$ cat src/sb_pkg.sv
/* scoreboard shared definitions */

package sb_pkg;

  // ---------------------------------------------------------------------------
  // sizes
  // ---------------------------------------------------------------------------
  // slot count, must stay a power of two so the pointers wrap for free
  localparam int unsigned NR_ENTRIES      = 8;
  localparam int unsigned TRANS_ID_BITS   = $clog2(NR_ENTRIES);
  // commit stage may retire this many slots per cycle
  localparam int unsigned NR_COMMIT_PORTS = 2;
  // integer register file
  localparam int unsigned REG_ADDR_BITS   = 5;
  localparam int unsigned NR_REGS         = 2 ** REG_ADDR_BITS;
  localparam int unsigned XLEN            = 32;

  // ---------------------------------------------------------------------------
  // types
  // ---------------------------------------------------------------------------
  // slot index, doubles as the transaction ID handed to the issue stage
  typedef logic [TRANS_ID_BITS-1:0] trans_id_t;
  typedef logic [REG_ADDR_BITS-1:0] reg_addr_t;
  typedef logic [XLEN-1:0]          xlen_t;

  // number of commits in one cycle, 0 up to NR_COMMIT_PORTS
  typedef logic [$clog2(NR_COMMIT_PORTS+1)-1:0] commit_cnt_t;

  // functional unit that produces the result of a slot
  // FU_NONE needs no write-back and completes by itself
  typedef enum logic [2:0] {
    FU_NONE  = 3'd0,
    FU_ALU   = 3'd1,
    FU_LOAD  = 3'd2,
    FU_STORE = 3'd3,
    FU_MULT  = 3'd4,
    FU_CSR   = 3'd5
  } fu_e;

endpackage

$ cat src/sb_ctrl.sv
/* scoreboard queue control */

module sb_ctrl (
  input  logic                                         clk_i,
  input  logic                                         rst_ni,
  input  logic                                         flush_i,
  input  logic                                         flush_unissued_i,
  input  logic                                         unresolved_branch_i,
  input  logic                                         decoded_valid_i,
  input  logic                                         issue_ack_i,
  input  logic [sb_pkg::NR_COMMIT_PORTS-1:0]           commit_ack_i,
  output logic                                         issue_valid_o,
  output logic                                         decoded_ack_o,
  output logic                                         sb_full_o,
  output logic                                         issue_en_o,
  output sb_pkg::trans_id_t                            issue_ptr_o,
  output sb_pkg::trans_id_t [sb_pkg::NR_COMMIT_PORTS-1:0] commit_ptr_o
);

  import sb_pkg::*;

  // occupancy never exceeds NR_ENTRIES-1, so a slot index is wide enough
  trans_id_t   cnt_q, cnt_d;
  trans_id_t   issue_ptr_q, issue_ptr_d;
  trans_id_t   commit_ptr_q, commit_ptr_d;
  commit_cnt_t num_commit;

  // one slot is kept free, full at NR_ENTRIES-1
  assign sb_full_o = (cnt_q == trans_id_t'(NR_ENTRIES - 1));

  // ---------------------------------------------------------------------------
  // issue handshake
  // ---------------------------------------------------------------------------
  assign issue_valid_o = decoded_valid_i & ~unresolved_branch_i & ~sb_full_o;
  assign decoded_ack_o = issue_ack_i & ~sb_full_o;
  // write into the slot unless the unissued part of the pipe is flushed
  assign issue_en_o    = decoded_valid_i & decoded_ack_o & ~flush_unissued_i;

  // count the acks from the commit stage
  always_comb begin
    num_commit = '0;
    for (int unsigned k = 0; k < NR_COMMIT_PORTS; k++) begin
      num_commit = num_commit + commit_cnt_t'(commit_ack_i[k]);
    end
  end

  // ---------------------------------------------------------------------------
  // pointers and count
  // ---------------------------------------------------------------------------
  always_comb begin
    cnt_d        = cnt_q + trans_id_t'(issue_en_o) - trans_id_t'(num_commit);
    issue_ptr_d  = issue_ptr_q + trans_id_t'(issue_en_o);
    commit_ptr_d = commit_ptr_q + trans_id_t'(num_commit);
    // flush drops everything in flight
    if (flush_i) begin
      cnt_d        = '0;
      issue_ptr_d  = '0;
      commit_ptr_d = '0;
    end
  end

  always_ff @(posedge clk_i or negedge rst_ni) begin
    if (!rst_ni) begin
      cnt_q        <= '0;
      issue_ptr_q  <= '0;
      commit_ptr_q <= '0;
    end else begin
      cnt_q        <= cnt_d;
      issue_ptr_q  <= issue_ptr_d;
      commit_ptr_q <= commit_ptr_d;
    end
  end

  assign issue_ptr_o = issue_ptr_q;

  // commit port k looks k slots past the oldest one, wraps with the index width
  always_comb begin
    for (int unsigned k = 0; k < NR_COMMIT_PORTS; k++) begin
      commit_ptr_o[k] = commit_ptr_q + trans_id_t'(k);
    end
  end

endmodule

$ cat src/sb_entry_array.sv
/* scoreboard slot storage */

module sb_entry_array (
  input  logic                                            clk_i,
  input  logic                                            rst_ni,
  input  logic                                            flush_i,
  // issue write
  input  logic                                            issue_en_i,
  input  sb_pkg::trans_id_t                               issue_ptr_i,
  input  sb_pkg::fu_e                                     decoded_fu_i,
  input  sb_pkg::reg_addr_t                               decoded_rd_i,
  // write-back
  input  logic                                            wb_valid_i,
  input  sb_pkg::trans_id_t                               wb_trans_id_i,
  input  sb_pkg::xlen_t                                   wb_data_i,
  // commit
  input  logic [sb_pkg::NR_COMMIT_PORTS-1:0]              commit_ack_i,
  input  sb_pkg::trans_id_t [sb_pkg::NR_COMMIT_PORTS-1:0] commit_ptr_i,
  // slot contents
  output logic [sb_pkg::NR_ENTRIES-1:0]                   slot_busy_o,
  output logic [sb_pkg::NR_ENTRIES-1:0]                   slot_done_o,
  output sb_pkg::fu_e [sb_pkg::NR_ENTRIES-1:0]            slot_fu_o,
  output sb_pkg::reg_addr_t [sb_pkg::NR_ENTRIES-1:0]      slot_rd_o,
  output sb_pkg::xlen_t [sb_pkg::NR_ENTRIES-1:0]          slot_result_o
);

  import sb_pkg::*;

  // busy: slot holds an issued instruction
  // done: its result is available
  logic [NR_ENTRIES-1:0]      busy_q, busy_d;
  logic [NR_ENTRIES-1:0]      done_q, done_d;
  fu_e [NR_ENTRIES-1:0]       fu_q, fu_d;
  reg_addr_t [NR_ENTRIES-1:0] rd_q, rd_d;
  xlen_t [NR_ENTRIES-1:0]     result_q, result_d;

  // later updates in this block override earlier ones
  always_comb begin
    busy_d   = busy_q;
    done_d   = done_q;
    fu_d     = fu_q;
    rd_d     = rd_q;
    result_d = result_q;

    // -------------------------------------------------------------------------
    // issue write
    // -------------------------------------------------------------------------
    if (issue_en_i) begin
      busy_d[issue_ptr_i] = 1'b1;
      done_d[issue_ptr_i] = 1'b0;
      fu_d[issue_ptr_i]   = decoded_fu_i;
      rd_d[issue_ptr_i]   = decoded_rd_i;
    end

    // nothing to wait for, complete one edge after being stored
    for (int unsigned i = 0; i < NR_ENTRIES; i++) begin
      if (busy_q[i] && fu_q[i] == FU_NONE) begin
        done_d[i] = 1'b1;
      end
    end

    // -------------------------------------------------------------------------
    // write-back
    // -------------------------------------------------------------------------
    // results for empty slots are stale, e.g. a unit still busy after a flush
    if (wb_valid_i && busy_q[wb_trans_id_i]) begin
      done_d[wb_trans_id_i]   = 1'b1;
      result_d[wb_trans_id_i] = wb_data_i;
    end

    // retire the acked slots
    for (int unsigned k = 0; k < NR_COMMIT_PORTS; k++) begin
      if (commit_ack_i[k]) begin
        busy_d[commit_ptr_i[k]] = 1'b0;
        done_d[commit_ptr_i[k]] = 1'b0;
      end
    end

    if (flush_i) begin
      busy_d = '0;
      done_d = '0;
    end
  end

  always_ff @(posedge clk_i or negedge rst_ni) begin
    if (!rst_ni) begin
      busy_q <= '0;
      done_q <= '0;
    end else begin
      busy_q <= busy_d;
      done_q <= done_d;
    end
  end

  // slot payload, only looked at while busy
  always_ff @(posedge clk_i) begin
    fu_q     <= fu_d;
    rd_q     <= rd_d;
    result_q <= result_d;
  end

  assign slot_busy_o   = busy_q;
  assign slot_done_o   = done_q;
  assign slot_fu_o     = fu_q;
  assign slot_rd_o     = rd_q;
  assign slot_result_o = result_q;

endmodule

$ cat src/sb_clobber.sv
/* register clobber map */

module sb_clobber (
  input  logic [sb_pkg::NR_ENTRIES-1:0]              slot_busy_i,
  input  sb_pkg::fu_e [sb_pkg::NR_ENTRIES-1:0]       slot_fu_i,
  input  sb_pkg::reg_addr_t [sb_pkg::NR_ENTRIES-1:0] slot_rd_i,
  output sb_pkg::fu_e [sb_pkg::NR_REGS-1:0]          rd_clobber_o
);

  import sb_pkg::*;

  // per register, the unit that is going to write it
  // fixed priority, walking down so the lowest slot index is applied last
  always_comb begin
    for (int unsigned r = 0; r < NR_REGS; r++) begin
      rd_clobber_o[r] = FU_NONE;
      for (int i = NR_ENTRIES - 1; i >= 0; i--) begin
        if (slot_busy_i[i] && slot_rd_i[i] == reg_addr_t'(r)) begin
          rd_clobber_o[r] = slot_fu_i[i];
        end
      end
    end
    // x0 is hardwired, never waits on anyone
    rd_clobber_o[0] = FU_NONE;
  end

endmodule

$ cat src/sb_operand_fwd.sv
/* operand forwarding for rs1 and rs2 */

module sb_operand_fwd (
  input  sb_pkg::reg_addr_t                          rs1_i,
  input  sb_pkg::reg_addr_t                          rs2_i,
  // write-back port, forwarded in the same cycle
  input  logic                                       wb_valid_i,
  input  sb_pkg::trans_id_t                          wb_trans_id_i,
  input  sb_pkg::xlen_t                              wb_data_i,
  // slot contents
  input  logic [sb_pkg::NR_ENTRIES-1:0]              slot_busy_i,
  input  logic [sb_pkg::NR_ENTRIES-1:0]              slot_done_i,
  input  sb_pkg::reg_addr_t [sb_pkg::NR_ENTRIES-1:0] slot_rd_i,
  input  sb_pkg::xlen_t [sb_pkg::NR_ENTRIES-1:0]     slot_result_i,
  output sb_pkg::xlen_t                              rs1_o,
  output sb_pkg::xlen_t                              rs2_o,
  output logic                                       rs1_valid_o,
  output logic                                       rs2_valid_o
);

  import sb_pkg::*;

  // both read ports share one selection loop, index 0 is rs1
  reg_addr_t [1:0] rs_addr;
  xlen_t [1:0]     rs_data;
  logic [1:0]      rs_hit;
  logic            wb_live;

  assign rs_addr = {rs2_i, rs1_i};

  // write-back only counts when it lands in an occupied slot
  assign wb_live = wb_valid_i & slot_busy_i[wb_trans_id_i];

  // ---------------------------------------------------------------------------
  // fixed-priority select
  // ---------------------------------------------------------------------------
  always_comb begin
    for (int unsigned p = 0; p < 2; p++) begin
      rs_hit[p]  = 1'b0;
      rs_data[p] = '0;
      // finished slots, lowest index wins
      for (int i = NR_ENTRIES - 1; i >= 0; i--) begin
        if (slot_busy_i[i] && slot_done_i[i] && slot_rd_i[i] == rs_addr[p]) begin
          rs_hit[p]  = 1'b1;
          rs_data[p] = slot_result_i[i];
        end
      end
      // result arriving this cycle beats anything already stored
      if (wb_live && slot_rd_i[wb_trans_id_i] == rs_addr[p]) begin
        rs_hit[p]  = 1'b1;
        rs_data[p] = wb_data_i;
      end
    end
  end

  assign rs1_o = rs_data[0];
  assign rs2_o = rs_data[1];

  // x0 comes from the register file, never forwarded
  assign rs1_valid_o = rs_hit[0] & (|rs1_i);
  assign rs2_valid_o = rs_hit[1] & (|rs2_i);

endmodule

$ cat src/scoreboard.sv
/* instruction scoreboard top level */

module scoreboard (
  input  logic                                             clk_i,
  input  logic                                             rst_ni,
  input  logic                                             flush_i,
  input  logic                                             flush_unissued_i,
  input  logic                                             unresolved_branch_i,
  // decode and issue
  input  logic                                             decoded_valid_i,
  input  sb_pkg::fu_e                                      decoded_fu_i,
  input  sb_pkg::reg_addr_t                                decoded_rd_i,
  input  logic                                             issue_ack_i,
  output logic                                             sb_full_o,
  output logic                                             issue_valid_o,
  output logic                                             decoded_ack_o,
  output sb_pkg::trans_id_t                                issue_trans_id_o,
  // write-back
  input  logic                                             wb_valid_i,
  input  sb_pkg::trans_id_t                                wb_trans_id_i,
  input  sb_pkg::xlen_t                                    wb_data_i,
  // commit
  input  logic [sb_pkg::NR_COMMIT_PORTS-1:0]               commit_ack_i,
  output logic [sb_pkg::NR_COMMIT_PORTS-1:0]               commit_valid_o,
  output sb_pkg::fu_e [sb_pkg::NR_COMMIT_PORTS-1:0]        commit_fu_o,
  output sb_pkg::reg_addr_t [sb_pkg::NR_COMMIT_PORTS-1:0]  commit_rd_o,
  output sb_pkg::xlen_t [sb_pkg::NR_COMMIT_PORTS-1:0]      commit_result_o,
  output sb_pkg::trans_id_t [sb_pkg::NR_COMMIT_PORTS-1:0]  commit_trans_id_o,
  // clobber map and operand read
  output sb_pkg::fu_e [sb_pkg::NR_REGS-1:0]                rd_clobber_o,
  input  sb_pkg::reg_addr_t                                rs1_i,
  output sb_pkg::xlen_t                                    rs1_o,
  output logic                                             rs1_valid_o,
  input  sb_pkg::reg_addr_t                                rs2_i,
  output sb_pkg::xlen_t                                    rs2_o,
  output logic                                             rs2_valid_o
);

  import sb_pkg::*;

  logic                             issue_en;
  trans_id_t                        issue_ptr;
  trans_id_t [NR_COMMIT_PORTS-1:0]  commit_ptr;
  logic [NR_ENTRIES-1:0]            slot_busy;
  logic [NR_ENTRIES-1:0]            slot_done;
  fu_e [NR_ENTRIES-1:0]             slot_fu;
  reg_addr_t [NR_ENTRIES-1:0]       slot_rd;
  xlen_t [NR_ENTRIES-1:0]           slot_result;

  sb_ctrl i_ctrl (
    .clk_i               (clk_i),
    .rst_ni              (rst_ni),
    .flush_i             (flush_i),
    .flush_unissued_i    (flush_unissued_i),
    .unresolved_branch_i (unresolved_branch_i),
    .decoded_valid_i     (decoded_valid_i),
    .issue_ack_i         (issue_ack_i),
    .commit_ack_i        (commit_ack_i),
    .issue_valid_o       (issue_valid_o),
    .decoded_ack_o       (decoded_ack_o),
    .sb_full_o           (sb_full_o),
    .issue_en_o          (issue_en),
    .issue_ptr_o         (issue_ptr),
    .commit_ptr_o        (commit_ptr)
  );

  sb_entry_array i_entry_array (
    .clk_i         (clk_i),
    .rst_ni        (rst_ni),
    .flush_i       (flush_i),
    .issue_en_i    (issue_en),
    .issue_ptr_i   (issue_ptr),
    .decoded_fu_i  (decoded_fu_i),
    .decoded_rd_i  (decoded_rd_i),
    .wb_valid_i    (wb_valid_i),
    .wb_trans_id_i (wb_trans_id_i),
    .wb_data_i     (wb_data_i),
    .commit_ack_i  (commit_ack_i),
    .commit_ptr_i  (commit_ptr),
    .slot_busy_o   (slot_busy),
    .slot_done_o   (slot_done),
    .slot_fu_o     (slot_fu),
    .slot_rd_o     (slot_rd),
    .slot_result_o (slot_result)
  );

  sb_clobber i_clobber (
    .slot_busy_i  (slot_busy),
    .slot_fu_i    (slot_fu),
    .slot_rd_i    (slot_rd),
    .rd_clobber_o (rd_clobber_o)
  );

  sb_operand_fwd i_operand_fwd (
    .rs1_i         (rs1_i),
    .rs2_i         (rs2_i),
    .wb_valid_i    (wb_valid_i),
    .wb_trans_id_i (wb_trans_id_i),
    .wb_data_i     (wb_data_i),
    .slot_busy_i   (slot_busy),
    .slot_done_i   (slot_done),
    .slot_rd_i     (slot_rd),
    .slot_result_i (slot_result),
    .rs1_o         (rs1_o),
    .rs2_o         (rs2_o),
    .rs1_valid_o   (rs1_valid_o),
    .rs2_valid_o   (rs2_valid_o)
  );

  assign issue_trans_id_o = issue_ptr;

  // commit view, the oldest slots read straight out of the array
  // done is only ever set on a busy slot, so it alone marks a finished one
  for (genvar k = 0; k < NR_COMMIT_PORTS; k++) begin : gen_commit
    assign commit_valid_o[k]    = slot_done[commit_ptr[k]];
    assign commit_fu_o[k]       = slot_fu[commit_ptr[k]];
    assign commit_rd_o[k]       = slot_rd[commit_ptr[k]];
    assign commit_result_o[k]   = slot_result[commit_ptr[k]];
    assign commit_trans_id_o[k] = commit_ptr[k];
  end

endmodule

$ cat config.mk
export PLATFORM = sky130hd
export DESIGN_NAME = scoreboard
export DESIGN_NICKNAME = d
export VERILOG_FILES = /design/src/sb_pkg.sv /design/src/sb_ctrl.sv /design/src/sb_entry_array.sv /design/src/sb_clobber.sv /design/src/sb_operand_fwd.sv /design/src/scoreboard.sv
export SDC_FILE = /design/constraint.sdc
export NUM_CORES = 2
export LEC_CHECK = 0
export ABC_AREA = 1
export BUFFER_PORTS_ARGS = -buffer_cell sky130_fd_sc_hd__buf_2
export CAP_MARGIN = 40
export CORE_ASPECT_RATIO = 1.5
export CORE_MARGIN = 2
export CORE_UTILIZATION = 62
export CTS_CLUSTER_SIZE = 25
export DETAILED_ROUTE_END_ITERATION = 16
export GPL_TIMING_DRIVEN = 1
export PLACE_DENSITY_LB_ADDON = 0.1
export SYNTH_ARGS = -nofsm -noshare
export SYNTH_HDL_FRONTEND = slang
export SYNTH_SLANG_ARGS = --single-unit
$ cat constraint.sdc
create_clock -name clk_i -period 3.2 [get_ports clk_i]
set_clock_uncertainty 0.05 [all_clocks]
set_input_delay 0.64 -clock clk_i [delete_from_list [all_inputs] [get_ports clk_i]]
set_output_delay 0.64 -clock clk_i [all_outputs]
set_load 0.02 [all_outputs]
==> results of run 1 <==
## synth_stat cells (50+ instances only)
library cell  count  area, µm²
nor2_1          590       2210
nand2_1        1303       4890
o211ai_1         67        503
o22ai_1          95        594
nor3_1           50        250
edfxtp_1        320       9610
inv_1           577       2170
a21oi_1         644       3220
nand3_1         185        926
clkbuf_1        197        739
buf_2            76        380
o21ai_0         717       3590
o21ai_1          79        395
a22oi_1          50        375
## metrics by stage
stage | cells | area, µm² | hold WS (ps) | setup WS, ps
after floorplan | 5245 | 32500 | 294 | 26.6
after global placement | 6377 | 37800 | 508 | -196
after detailed placement | 6377 | 37800 | 555 | -237
after CTS | 6536 | 41200 | 60.6 | -306
## repair_timing
item / in CTS
buffers inserted: 87
endpoints found under the setup margin: 241
gates cloned: 20
pin swaps: 87
gates resized for setup: 407
## logic make-up after synthesis
family                     count (synthesis)
DFF                                      345
buffers and inverters                    925
other                                      1
xor gates and xnor gates                  19
adders and majority gates                 10
AOI/OAI and AO/OA                       1706
and+or+nand+nor                         2237
## routing by layer
layer / track usage, % / overflow
met4: 95.0 / 430
met3: 78.4 / 51
met1: 87.3 / 20
met2: 102 / 678
met5: 40.8 / 5
==> flow_summary.json, run 1 <==
{
  "synth.mux.area_fraction_pct": 0,
  "synth_edf_count": 320,
  "grt_pass1_vias": 53624,
  "grt_first_pass_wirelength_mm": 376,
  "synthCells": 5243,
  "dpl.hpwl_mm": 123,
  "ctsHoldBuffers": 0,
  "rows": 102,
  "outcome": "aborted with a tool error",
  "gr-total-overflow": 1184,
  "clock_sinks": 345,
  "synth_seq_cells": 345,
  "yosys.area_share.simple_pct": 27.9,
  "cts_buffer_depth": 3,
  "cts_max_level": 1,
  "syn_avg_cell_area_um2": 6.19,
  "die_height_um": 284,
  "fp.dieW_um": 191,
  "synth_xor_xnor_area_share_pct": 0.513,
  "synth.distinct_cells": 46,
  "gp_congestion": 1.24,
  "synth-adder-area-share_pct": 0.432,
  "cts-root-buf": "clkbuf_16",
  "seq_area_frac_synth_pct": 31.5,
  "synthArstFlopShare_pct": 7.25,
  "start_util_pct": 62.8,
  "synth_ff_type": "edfxtp_1",
  "error_message": "[ERROR GRT-0116] Global routing finished with congestion. Check the congestion regions in the DRC Viewer.",
  "synth_top_family_by_area": "compound AO/OA/AOI/OAI gates",
  "synth_area_um2": 32400,
  "yosysWarnings": 0,
  "port-buffer-count": 315,
  "synth_compound_area_share_pct": 28.1,
  "cts_made_buffers": 28,
  "grt_max_degree": 123,
  "track_usage_pct": 89.5,
  "io_pins": 319,
  "failed_stage": "5_1_grt"
}
==> inputs of run 2 (changes only) <==
Settings changed: CORE_ASPECT_RATIO 1.5 to default, CORE_UTILIZATION 62 to 40, CTS_CLUSTER_SIZE 25 to default, PLACE_DENSITY_LB_ADDON 0.1 to 0.15.
==> flow_summary.json, run 2 <==
{
  "p_int_w": 0.00963,
  "synthCells": 5243,
  "synth_area_um2": 32400,
  "final_cells": 7078,
  "via_per_inst": 6.16,
  "setup_viol": 236,
  "start_util_pct": 40.4,
  "outcome": "finished with violations",
  "combPwrFrac_pct": 30.7,
  "cts_max_level": 2,
  "finalInstanceArea_um2": 45200,
  "cts-root-buf": "clkbuf_16",
  "relSlewSlack_pct": 34.0,
  "clkLatencyLatePin_ps": 620,
  "synthMostInstantiatedCell": "nand2_1",
  "hold_ws_ps": 252,
  "mostFrequentLayoutCell": "nand2_1",
  "dpl.hpwl_mm": 142,
  "yosysTopAreaCellShare_pct": 29.6,
  "worst_pin_slew_ps": 981,
  "crit_arrival_ps": 3180,
  "drive_above_1_share_pct": 25.7,
  "switching_share_pct": 35.5,
  "fin_crit_ps": 3870,
  "final_cell_mix": "nand2_1 (1184), o21ai_0 (632), a21oi_1 (593), buf_4 (582), inv_1 (536)",
  "yosysWarnings": 0,
  "cts_tree": "yes",
  "synthArstFlopShare_pct": 7.25,
  "total_power_w": 0.0149,
  "rsz0062_at_grt": "yes",
  "clkTransAtPathRegs_ps": 70,
  "synthTopCellsByCount": "nand2_1 (1303), o21ai_0 (717), a21oi_1 (644), nor2_1 (590), inv_1 (577)",
  "grt_max_degree": 93,
  "grt_first_pass_wirelength_mm": 279,
  "crit_fanout": 5,
  "cap_violations": 0,
  "largest_reg_flops": 256,
  "synth_ff_type": "edfxtp_1",
  "fin_util_pct": 56.2,
  "fmaxAchievable_mhz": 258,
  "required_ps": 2510,
  "vias": 43635,
  "yosys.area.top_type": "edfxtp_1",
  "dieArea_um2": 83400,
  "start_kind": "flop",
  "drc": 0,
  "synth_seq_cells": 345,
  "yosys-top-cells-area": "edfxtp_1 (30%), nand2_1 (15%), o21ai_0 (11%), a21oi_1 (9.9%), nor2_1 (6.8%)",
  "p_clk_share_pct": 35.9,
  "final.setup.worst_slack_ps": -670,
  "place_inst": 6892,
  "p_per_area_nw_per_um2": 330,
  "wire_per_inst_um": 28.7,
  "p_switching_w": 0.00531,
  "cts_made_buffers": 42,
  "port-buffer-count": 315,
  "worst_ir_drop_vdd_uv": 459,
  "nFillCells": 7908,
  "syn_avg_cell_area_um2": 6.19,
  "die_height_um": 289,
  "synth_edf_count": 320,
  "seq_power_share_pct": 33.3,
  "end_kind": "output pin",
  "period_share_pct": 121,
  "nets": 6056,
  "rows": 104,
  "dr.pass1.iters": 9,
  "maxSlewViolCount": 0,
  "gp_congestion": 1.09,
  "gr-total-overflow": 0,
  "grt_pass1_vias": 39891,
  "hp-class": "in2reg",
  "drt_iter0_drc": 6145,
  "core_area_um2": 80400,
  "synth.distinct_cells": 46,
  "postRouteAntennaNets": 0,
  "cts_buffer_depth": 3,
  "antenna_found_initial": 6,
  "p_leak_nw": 20.0,
  "fp.dieW_um": 289,
  "track_usage_pct": 46.2,
  "violations": "negative setup slack",
  "routed_wl_mm": 203,
  "clock_sinks": 345,
  "area_growth_syn_to_layout_pct": 39.4,
  "hold_violations": 0,
  "worstSetupPathType": "reg2out",
  "dpl_cell_area_um2": 39500,
  "io_pins": 319,
  "seq_area_frac_synth_pct": 31.5
}
[run 2: cell counts after synthesis]
No cell type changed its count.
[run 2: metal layers]
layer / vias to the layer above / wire length, µm / global-route usage (%) / part of all wire [%]
li1: 19114 / - / - / -
met5: - / 47 / 0 / 0.023
met3: 990 / 25300 / 11.0 / 12
met2: 3433 / 84600 / 70.1 / 42
met4: 6 / 21200 / 37.0 / 10
met1: 20092 / 71800 / 56.1 / 35
[run 2: final timing paths]
check / startpoint / endpoint / slack, ps / depth (start not counted)
min reg2reg: i_ctrl.issue_ptr_o[2]$_DFF_PN0_ / i_ctrl.issue_ptr_o[2]$_DFF_PN0_ / 510 / 1
min: flush_i / i_ctrl.issue_ptr_o[0]$_DFF_PN0_ / 250 / 2
min in group asynchronous: rst_ni / i_ctrl.commit_ptr_q[2]$_DFF_PN0_ / 530 / 2
max: i_entry_array.slot_rd_o[31]$_DFFE_PP_ / rd_clobber_o[17] / -670 / 15
max in group asynchronous: rst_ni / i_ctrl.commit_ptr_q[0]$_DFF_PN0_ / 2090 / 2
max reg2reg: i_entry_array.slot_busy_o[2]$_DFF_PN0_ / i_entry_array.slot_result_o[90]$_DFFE_PP_ / 710 / 10
[run 2: worst max-delay path: stages (launching register included)]
cell,delay [ps]
edfxtp_1,520
buf_4,220
buf_4,140
nor2_2,150
buf_4,180
nand2_1,60
nor2_1,120
nor3_1,60
o22ai_1,210
nand2_1,130
nand2_1,120
nand2_1,90
a21oi_1,170
nor2_1,100
buf_4,140
buf_2,150
[run 2: cells by family (layout without fill, tap and decap cells)]
logic type                 Yosys count  after routing  synth area share [%]
and+or+nand+nor                   2237           2237                  27.9
AOI/OAI and AO/OA                 1706           1706                  28.1
buffers and inverters              925           1695                  11.5
DFF                                345            345                  31.5
xor gates and xnor gates            19             19                 0.513
adders and majority gates           10             10                 0.432
other                                1              6                0.0116
[run 2: what timing repair did]
item | in CTS | in global routing
buffers inserted | 59 | 28
hold buffers | 1 | 0
gates resized for setup | 643 | 271
cloned | 18 | 16
hold endpoints to repair | 6 | 0
pin swaps | 109 | 126
endpoints found under the setup margin | 216 | 238
[run 2: per-stage QoR]
stage	worst slack [ps]	setup TNS, ps
2_1_floorplan	26.6	0
3_3_place_gp	-233	-9040
3_5_place_dp	-199	-8540
4_1_cts	-608	-71160
5_1_grt	-703	-98020
6_report	-670	-83910
[run 2: power groups by stage]
stage                     registers (W)  logic, W  clock network [W]
after floorplan                 0.00507   0.00202                  0
final                           0.00498   0.00459            0.00537
after detailed placement        0.00507   0.00376                  0
after CTS                       0.00498   0.00440            0.00538
after global routing            0.00498   0.00474            0.00554
after global placement          0.00507   0.00376                  0
[run 2: final cells by class]
cell class | instances | area [µm²] | share of cell area, %
multi-input combinational | 3975 | 20300 | 44.8
sequential | 345 | 10200 | 22.6
timing repair buffer | 1015 | 9470 | 21.0
inverter | 602 | 2350 | 5.20
tap | 1060 | 1330 | 2.93
clock buffer | 46 | 1090 | 2.40
clock inverter | 30 | 425 | 0.941
timing repair inverter | 2 | 25.0 | 0.0553
antenna | 3 | 7.51 | 0.0166
Power figures use the tool's default switching activity.
